`src/source/key_irq_unit.sv`:
```
`timescale 1ns/100ps

module key_irq_unit (
    input  logic       CLOCK_50,
    input  logic       KEY0,
    // decoded keyboard
    input  logic       key_valid,
    input  logic [7:0] key_ascii,
    input  logic       irq_ack,
    // console write from the bus
    input  logic       art_wr_strobe,
    input  logic [7:0] art_byte,
    output logic [7:0] key_byte,
    output logic       irq,
    output logic       uart_valid,
    output logic [7:0] uart_data
);

    logic key_valid_q;
    logic new_key;

    // rising edge of key_valid, zero bytes ignored
    assign new_key = key_valid && !key_valid_q && (key_ascii != 8'd0);

    always_ff @(posedge CLOCK_50 or negedge KEY0) begin
        if (!KEY0) begin
            key_valid_q <= 1'b0;
            key_byte    <= 8'd0;
            irq         <= 1'b0;
            uart_valid  <= 1'b0;
        end else begin
            key_valid_q <= key_valid;
            uart_valid  <= art_wr_strobe;
            if (new_key) begin
                key_byte <= key_ascii;
            end
            // a fresh key beats the ack in the same cycle
            if (new_key) begin
                irq <= 1'b1;
            end else if (irq_ack) begin
                irq <= 1'b0;
            end
        end
    end

    // console byte, held until the next write
    always_ff @(posedge CLOCK_50) begin
        if (art_wr_strobe) begin
            uart_data <= art_byte;
        end
    end

endmodule

```
`config.mk`:
```
export PLATFORM = sky130hd
export DESIGN_NAME = key_irq_unit
export DESIGN_NICKNAME = d
export VERILOG_FILES = /design/src/source/key_irq_unit.sv
export SDC_FILE = /design/constraint.sdc
export NUM_CORES = 1
export LEC_CHECK = 0
export BUFFER_PORTS_ARGS = -buffer_cell sky130_fd_sc_hd__buf_4
export CORE_UTILIZATION = 40
export CTS_CLUSTER_DIAMETER = 200
export DETAILED_ROUTE_END_ITERATION = 8
export MAX_ROUTING_LAYER = met4
export PLACE_DENSITY = 0.75
export SYNTH_ARGS = -nofsm -noshare
export SYNTH_HDL_FRONTEND = slang
export SYNTH_SLANG_ARGS = --single-unit
```
`constraint.sdc`:
```
create_clock -name CLOCK_50 -period 1.3 [get_ports CLOCK_50]
set_input_delay 0.13 -clock CLOCK_50 [delete_from_list [all_inputs] [get_ports CLOCK_50]]
set_output_delay 0.13 -clock CLOCK_50 [all_outputs]
set_load 0.005 [all_outputs]
```
==> results.toml <==
[outcome]
status = "finished clean"

[power]
clock_power_share = 0.238
power-per-cell-area_nw_per_um2 = 1140
p_int_uw = 950
seqPwrFrac = 0.579
p_switching_uw = 280
ir_worst_vdd_mv = 0.519
p_leak_uw = 0.000512
p_sw_frac = 0.227
p_comb_frac = 0.182

[synth]
ys_warn_count = 0
synth.cell_area_sq_um = 643
synth_area_leader_cell = "dfrtp_1"
synth_common_cells = "dfrtp_1, a22o_1, edfxtp_1"
yosysMostFrequentCell = "dfrtp_1"
synth_edf_count = 8
ys_ff_latch = 19
syn_nets = 55
synthDistinctLibCells = 9
synth_area_leaders = "dfrtp_1, edfxtp_1, a22o_1, or4_4, o21ai_4"
synth_top_area_frac = 0.428
yosysSeqAreaShare = 0.802
synthFlopType = "dfrtp_1"
syn_avg_cell_area_sq_um = 18.9
async_flop_share = 0.579
synthCells = 34

[critical_path]
required_ps = 1490
cpMaxStageDelayCell = "dlygate4sd3_1"
crit_family = "buffers and inverters"
crit_fanout = 9
crit_chain = "dlygate4sd3_1 > buf_4 > nor2b_1 > o21ai_4 > a22o_1"
crit_type = "input port to flop"
arrival_ps = 1390
crit_buf_inv = 2
cp_slowest_stage_delay_ps = 530
start_kind = "input port"
end_kind = "flop"

[sta]
layout_min_cycle_time_ps = 1210
setup_viol = 0
holdWs_ps = 14.3
slew_violations = 0
fin_ws_ps = 93.3
rsz0062_at_grt = "no"
fmax_mhz = 829
clock-skew-final_ps = 1.45
fin_crit_sh = 0.928
maxSlewHeadroom = 0.796
tightestPinTransition_ps = 306
timing.final.hold_violations = 0

[floorplanning]
die_h_um = 42.1
io_pins = 39
initial_utilization = 0.427
die-area_sq_um = 1770
fp-row-count = 14
core_sq_um = 1510
die_x_um = 42.1

[clock_network]
htree_levels = 1
post_cts_buffers = 0
cts_made_buffers = 3
clk_path_buf_depth = 2
path_clk_slew_ps = 110
clock-sinks = 19
root_buffer = "clkbuf_4"
cts_tree = "built"
clk_latency_ps = 290

[global_routing]
antenna_found_initial = 0
grt_pass1_wl_um = 2180
overflow = 0
grt_pass1_vias = 473
grt_util_all_layers = 0.176
grt_max_degree = 12

[min_path]
hp-class = "input port to flop"

[finish]
drive_gt1_frac = 0.535
finalCoreUtilization = 0.717
nets = 108
n_antenna_cell = 0
area_delta_synth_final_pct = 67.9

[routing]
dr.pass1.iters = 3
routed_wl_um = 1510
drcViolationCount = 0
routedWlPerCell_um = 14.8
via_count = 501
via_per_inst = 4.91
antenna_left = 0
drt_iter0_drc = 3

[placement]
place_congestion = 0.748
dpl_worst_slack_ps = -14.4
port_buffers = 38
hpwl_um = 997

[run]
max_cap_violations = 0
==> through the flow <==
step	setup TNS [ps]	std cells	cell area (sq um)	power, uW
2_1_floorplan	0	34	643	769
3_3_place_gp	-1.98	88	952	922
3_5_place_dp	-16.3	88	952	926
4_1_cts	0	96	1020	1230
5_1_grt	0	102	1080	1290
6_report	0	102	1080	1230
==> sequential cells by signal (all words and copies together), names as in the netlist <==
name,flops
irq,1
key_byte,8
key_valid_q,1
uart_data,8
uart_valid,1
==> power by group through the flow <==
stage | clock network (uW) | logic [uW] | registers [uW]
after detailed placement | 0 | 202 | 723
after CTS | 301 | 212 | 713
after global routing | 330 | 242 | 720
after global placement | 0 | 197 | 725
after floorplan | 0 | 41.8 | 728
final | 293 | 224 | 713
==> cell usage in the layout (no fill, tap or decap) <==
master / count
a22o_1: 8
buf_4: 39
clkbuf_4: 3
clkinv_2: 1
dfrtp_1: 11
dlygate4sd3_1: 10
edfxtp_1: 8
inv_1: 1
nor2b_1: 1
o21ai_0: 1
o21ai_4: 1
or4_4: 2
==> layer usage <==
metal  global-route usage  up-vias  wire length [um]
li1                     -      237                 -
met1                0.208      236               606
met2                0.275       24               766
met3               0.0560        4                99
met4               0.0813        0                36
met5                    -        -                 0
==> path summary, 6_finish.rpt <==
| check | start | to | slack (ps) | cells past startpoint |
|---|---|---|---|---|
| min reg2reg | key_byte[5] | key_byte[5] | 510 | 1 |
| max | key_valid | key_byte[3] | 90 | 5 |
| max reg2reg | key_valid_q | key_byte[3] | 190 | 3 |
| min | irq_ack | irq | 10 | 2 |
| min in group asynchronous | KEY0 | key_byte[4] | 190 | 2 |
| max in group asynchronous | KEY0 | key_byte[1] | 970 | 2 |
==> logic make-up (layout without fill, tap and decap cells) <==
group | after synthesis | in the layout | share of synthesized area
flops | 19 | 19 | 0.802
buf+inv | 2 | 54 | 0.0117
simple gates | 3 | 3 | 0.0448
compound gates | 10 | 10 | 0.142
==> final cells by class <==
class / instances / area, sq um
flip-flops and latches: 19 / 515
fillers: 107 / 427
repair buffers: 49 / 393
multi-input cells: 13 / 120
clock buffers: 3 / 22.5
well taps: 16 / 20.0
clock inverters: 1 / 5.00
inverters: 1 / 3.75
==> repair_timing <==
| item | in CTS | in global routing |
|---|---|---|
| hold buffers | 4 | 6 |
| hold endpoints to repair | 14 | 6 |
| setup endpoints to repair | 0 | 0 |
| resized for setup | 0 | 0 |
==> worst register-to-register path: stages, from the launching register on <==
cell and delay (ps):
dfrtp_1 380, nor2b_1 270, o21ai_4 150, a22o_1 210
Power figures use the tool's default switching activity.
