$ cat config.mk
export PLATFORM = sky130hd
export DESIGN_NAME = bus_control
export DESIGN_NICKNAME = d
export VERILOG_FILES = /design/src/source/soc_bus_pkg.sv /design/src/source/bus_control.sv
export SDC_FILE = /design/constraint.sdc
export NUM_CORES = 1
export LEC_CHECK = 0
export BUFFER_PORTS_ARGS = -buffer_cell sky130_fd_sc_hd__buf_4
export CORE_MARGIN = 1.5
export CORE_UTILIZATION = 54
export DETAILED_ROUTE_END_ITERATION = 8
export PLACE_DENSITY = 0.94
export SLEW_MARGIN = 30
export SYNTH_ARGS = -nofsm -noshare
export SYNTH_HDL_FRONTEND = slang
export SYNTH_SLANG_ARGS = --single-unit
$ cat constraint.sdc
create_clock -name CLOCK_50 -period 11.8 [get_ports CLOCK_50]
set_input_delay 1.18 -clock CLOCK_50 [delete_from_list [all_inputs] [get_ports CLOCK_50]]
set_output_delay 1.18 -clock CLOCK_50 [all_outputs]
set_load 0.01 [all_outputs]
$ cat src/source/soc_bus_pkg.sv
package soc_bus_pkg;

    // bus widths
    localparam int addr_w = 16;
    localparam int data_w = 64;
    localparam int word_w = 32;

    // ram geometry, 1 KB of 32-bit words
    localparam int ram_words = 256;
    localparam int ram_idx_w = $clog2(ram_words);

    // address map
    localparam logic [addr_w-1:0] ram_base = 16'h1000;
    localparam logic [addr_w-1:0] key_addr = 16'h2000;
    localparam logic [addr_w-1:0] art_addr = 16'h2008;

    // load/store type code from the processor
    // low two bits give the size, bit 2 marks an unsigned load
    typedef enum logic [2:0] {
        ls_b  = 3'd0,
        ls_h  = 3'd1,
        ls_w  = 3'd2,
        ls_d  = 3'd3,
        ls_bu = 3'd4,
        ls_hu = 3'd5,
        ls_wu = 3'd6
    } ls_type_e;

    // access FSM states
    typedef enum logic [1:0] {
        st_idle,
        st_low,
        st_high,
        st_finish
    } bus_state_e;

endpackage

$ cat src/source/bus_control.sv
`timescale 1ns/100ps

module bus_control
    import soc_bus_pkg::*;
(
    input  logic                 CLOCK_50,
    input  logic                 KEY0,
    input  logic                 read_en,
    input  logic                 write_en,
    input  logic [addr_w-1:0]    address,
    input  logic [data_w-1:0]    write_data,
    input  logic [2:0]           ls_type,
    input  logic [data_w-1:0]    ram_rdata,
    input  logic [7:0]           key_byte,
    output logic                 read_done,
    output logic                 write_done,
    output logic [data_w-1:0]    read_data,
    output logic [ram_idx_w-1:0] ram_index,
    output logic [word_w/8-1:0]  ram_lane_mask,
    output logic [word_w-1:0]    ram_wdata,
    output logic                 ram_we,
    output logic                 ram_re,
    output logic [1:0]           ram_shift,
    output ls_type_e             ram_type,
    output logic                 art_wr_strobe,
    output logic [7:0]           art_byte
);

    bus_state_e        state;
    // first or second cycle of st_finish
    logic              settled;
    // latched request and its region decoded once
    logic [addr_w-1:0] req_addr;
    logic [data_w-1:0] req_data;
    ls_type_e          req_type;
    logic              req_read;
    logic              req_ram;
    logic              req_key;
    logic              req_art;
    // low word of a doubleword load
    logic [word_w-1:0] low_half;
    logic [addr_w-1:0] ram_offset;
    logic              beat_high;
    logic              in_beat;
    logic              accept;
    logic              is_double;
    logic [data_w-1:0] result;

    // new requests only taken while idle so busy pulses drop
    assign accept    = (state == st_idle) && (read_en || write_en);
    assign is_double = req_ram && (req_type == ls_d);

    // one ram beat per st_low or st_high
    assign ram_offset = req_addr - ram_base;
    assign beat_high  = (state == st_high);
    assign in_beat    = (state == st_low) || beat_high;
    assign ram_index  = ram_offset[ram_idx_w+1:2] + {{(ram_idx_w-1){1'b0}}, beat_high};
    assign ram_shift  = ram_offset[1:0];
    assign ram_type   = req_type;
    assign ram_re     = in_beat && req_ram && req_read;
    assign ram_we     = in_beat && req_ram && !req_read;

    // byte lanes picked by size and offset
    always_comb begin
        case (req_type[1:0])
            2'd0:    ram_lane_mask = 4'b0001 << ram_shift;
            2'd1:    ram_lane_mask = 4'b0011 << ram_shift;
            default: ram_lane_mask = 4'b1111;
        endcase
    end

    // store data moved up into its lanes and the upper half sent on the second beat
    assign ram_wdata = beat_high ? req_data[data_w-1:word_w]
                                 : req_data[word_w-1:0] << {ram_shift, 3'b000};

    // unmapped reads return zero
    always_comb begin
        if (is_double) begin
            result = {ram_rdata[word_w-1:0], low_half};
        end else if (req_ram) begin
            result = ram_rdata;
        end else if (req_key) begin
            result = {{(data_w-8){1'b0}}, key_byte};
        end else begin
            result = '0;
        end
    end

    // access FSM and done flags
    always_ff @(posedge CLOCK_50 or negedge KEY0) begin
        if (!KEY0) begin
            state         <= st_idle;
            settled       <= 1'b0;
            read_done     <= 1'b1;
            write_done    <= 1'b1;
            art_wr_strobe <= 1'b0;
        end else begin
            art_wr_strobe <= 1'b0;
            case (state)
                st_idle: begin
                    if (accept) begin
                        state      <= st_low;
                        read_done  <= !read_en;
                        write_done <= read_en;
                    end
                end
                st_low: begin
                    // console write goes out as a one-cycle strobe
                    art_wr_strobe <= req_art && !req_read;
                    state         <= is_double ? st_high : st_finish;
                end
                st_high: begin
                    state <= st_finish;
                end
                st_finish: begin
                    // first cycle captures data and the second raises done
                    settled <= !settled;
                    if (settled) begin
                        state      <= st_idle;
                        read_done  <= 1'b1;
                        write_done <= 1'b1;
                    end
                end
                default: state <= st_idle;
            endcase
        end
    end

    // request and data registers
    always_ff @(posedge CLOCK_50) begin
        if (accept) begin
            req_addr <= address;
            req_data <= write_data;
            req_type <= ls_type_e'(ls_type);
            req_read <= read_en;
            req_ram  <= (address >= ram_base) && (address < ram_base + ram_words * 4);
            req_key  <= (address == key_addr);
            req_art  <= (address == art_addr);
        end
        // low beat data is held while the high beat reads
        if (state == st_high) begin
            low_half <= ram_rdata[word_w-1:0];
        end
        if (state == st_low) begin
            art_byte <= req_data[7:0];
        end
        if (state == st_finish && !settled && req_read) begin
            read_data <= result;
        end
    end

endmodule

==> results.md <==
* Slew Limit Fails at 0
* Post-Syn Instances at ~580
* Yosys warnings at 0
* Initial Util at 0.560
* Met1 Track Usage GR at 0.298
* FF+latch count, synth at between 150 and 200
* Layout filler cell count at 833
* GRT overflow at 0
* Nets at 1013
* Antenna diode count at 0
* Largest net degree at the start of global routing at 130
* Grt met3 use at 0.0994
* Worst r2r src: state[1]
* Static leakage at 4.21 nW
* Total number of vias at roughly 5800
* Total power at 2.25 mW
* I/O pin count at roughly 290
* HPWL Detailed at around 15000 µm
* Routed wire length at 21300 µm
* RSZ-0062 raised after global routing: false
* Clock power frac at 0.243
* Num CTS Buffers at 17
* Reg-to-reg endpoint: read_data[20]
* PostCTS Resize Cnt at 0
* Port bufs at 284
* TritonCTS clock tree: done
* Critical path type: reg2out
* Cells along the critical path: inv_1 -> ha_4 -> buf_4 -> nor2b_1 -> nor2b_1 -> a221o_1 -> buf_4
* GR Layer Usage met2 at 0.485
* Maximum VDD drop at 0.000154 V
* ANT nets after route at 0
* Final setup vio count at 0
* Die H at 124 µm
* Die area at between 15000 and 20000 µm²
* Sequential Power Share at 0.452
* Clk slew on worst S/H paths at 0.07 ns
* DRC at 0
* First-pass GRT wire length at 31000 µm
* Post-Syn Area at 7890 µm²
* Worst EP arrival at 2.90 ns
* Final hold vios at 0
* Clock sinks at 191
* Post-synth EDFFs at 185
* Mapped Avg Cell Area at 13.7 µm²
* Cell-internal power at 1.55 mW
* Critical Path Slowest Stage Cell: buf_4
* Cts hold-fix bufs at 0
* Slew @ Worst Pin at 0.860 ns
* Asr flop ratio synth at 0.0314
* Net count after synthesis at between 700 and 800
* Storage cell area at 5710 µm²
* # rows at 43
* Status: finished, final reports clean
* Die outline width at approximately 120 µm
* Fin crit share at 0.346
* CP peak stage delay at between 0.5 and 0.6 ns
* Vias in the first global route at 5831
* Final min period at 4.08 ns
* Sw Share at 0.312
* Commonest non-fill, non-tap cell in the layout: buf_4
* Most frequent cells in the layout: 288 x buf_4, 185 x edfxtp_1, 139 x nand2_1
* WP data required at 10.62 ns
* Clock latency at the later pin of the worst-skew pair at 0.42 ns
* Max Buffers Root-to-Sink at 2
* Postcts setup bufs at 0
* Tot GR Track Use at 0.278
* Hold depth at 1
* Layout cell share with drive strength beyond 1 at 0.401
* Netlist cell types at 43
* Core area at between 10000 and 15000 µm²
* P&R area growth vs syn at 35.4%
* Total negative slack at 0 ns
* H-tree depth at 4
* Flop2flop setup slack at 9.55 ns
* Origin of the worst setup path: state[0]
* DR pass1 iterations at 5
* Worst setup EP type: output pin
* Max-cap violations at 0
* Fmax achieved at 0.245 GHz
* PwrDens at approximately 210 nW/µm²
* 1st-iter DRT viols at 474
* Routed vias/inst at 5.60
* DR WL/cell at 20.5 µm
* Sw Pwr at 704 µW
* Util after Layout at 0.758
* CP Launch Type: flop
* Gate power share at 0.306
* Antenna violations before repair at 0
* Worst clock skew at 0.00864 ns
* Relative slew slack at 0.426
* Sequential fraction of the synthesis area at 0.724
* Footprint of the multi-input gates at around 2000 µm²
* Hold Crit Class: reg2reg
* Final Wtd Congestion at 0.872
* Root Buffer Master: clkbuf_16
* Max FO, Critical Path at 54
* R2r worst-path depth at 4
* Most crowded layer after global routing: met2
* Hold Path End: settled
* Min-delay src: settled
* Top_reg_cell synth: edfxtp_1
[worst max path at each step]
stage                          to  slack (ns)
finish              ram_wdata[31]        7.72
global route         ram_index[4]        7.53
global placement    ram_wdata[31]        8.23
floorplan             ram_type[0]        6.45
CTS                  ram_index[6]        7.68
detailed placement   ram_index[6]        8.13
[through the flow]
stage / worst slack (ns) / area [µm²] / std cells / hold WS, ns
6_report: 7.72 / 10700 / 1041 / 0.467
5_1_grt: 7.53 / 10700 / 1041 / 0.499
4_1_cts: 7.68 / 10700 / 1041 / 0.473
3_5_place_dp: 8.13 / 10100 / 1009 / 0.460
3_3_place_gp: 8.23 / 10100 / 1009 / 0.454
2_1_floorplan: 6.45 / 7890 / 577 / 0.439
[worst max-delay path, delay by kind of cell, from the launching register on]
| kind | cells | cell delay, ns |
|---|---|---|
| buffers and inverters | 3 | 0.86 |
| and+or+nand+nor | 2 | 0.55 |
| DFF | 1 | 0.41 |
| adders and majority gates | 1 | 0.35 |
| AOI/OAI and AO/OA | 1 | 0.27 |
[synth_stat cells, types with 2 or more instances]
cell       count  area share
edfxtp_1     185        0.70
nand2_1      139       0.066
o21ai_0       76       0.048
mux2_2        17       0.024
mux2i_1       16       0.020
clkbuf_1      15      0.0071
a22oi_1       14       0.013
buf_2         10      0.0063
nor2_1         8      0.0038
o2bb2ai_1      8      0.0089
a22o_1         7      0.0078
nor2b_1        7      0.0056
buf_4          6      0.0057
ha_1           6      0.0095
nand3_1        5      0.0032
o21ai_1        5      0.0032
xnor2_1        5      0.0056
dfrtp_1        4       0.013
a21oi_1        3      0.0019
and3_1         3      0.0024
buf_6          3      0.0043
inv_1          3      0.0014
o22a_1         3      0.0033
and3b_1        2      0.0022
buf_1          2     0.00095
clkbuf_2       2      0.0013
dfstp_2        2      0.0067
nand2b_1       2      0.0016
nor3b_1        2      0.0019
nor4_1         2      0.0016
or2_2          2      0.0016
xor2_1         2      0.0022
[sequential cells by signal, summed over array words and instances (netlist names), 2 cells and up]
name / count
art_byte: 8
low_half: 32
ram_type: 3
read_data: 64
req_addr: 10
req_data: 64
state: 2
[layer usage]
layer  routed length, µm  part of all wire  vias to the layer above
li1                    -                 -                     2663
met1                7200              0.34                     2727
met2               10800              0.51                      374
met3                2390              0.11                       61
met4                 894             0.042                        0
met5                   0                 0                        -
[power by group through the flow]
| stage | sequential [mW] | clock, mW | combinational (mW) |
|---|---|---|---|
| global route | 1.03 | 0.580 | 0.741 |
| CTS | 1.02 | 0.554 | 0.690 |
| finish | 1.02 | 0.547 | 0.690 |
| floorplan | 1.04 | 0 | 0.344 |
| global placement | 1.02 | 0 | 0.661 |
| detailed placement | 1.03 | 0 | 0.683 |
[kinds of logic after synthesis]
family | synth area share
DFF | 0.724
and+or+nand+nor | 0.0955
AOI/OAI and AO/OA | 0.0920
buffers and inverters | 0.0271
muxes | 0.0446
xor gates and xnor gates | 0.00777
adders and majority gates | 0.00952
[cell type report]
type / count / share of cell area
flip-flops and latches: 191 / 0.534
repair buffers: 290 / 0.205
multi-input cells: 345 / 0.186
clock buffers: 21 / 0.0422
well taps: 180 / 0.0211
clock inverters: 11 / 0.0103
inverters: 3 / 0.00105
(Power assumes the default switching activity.)
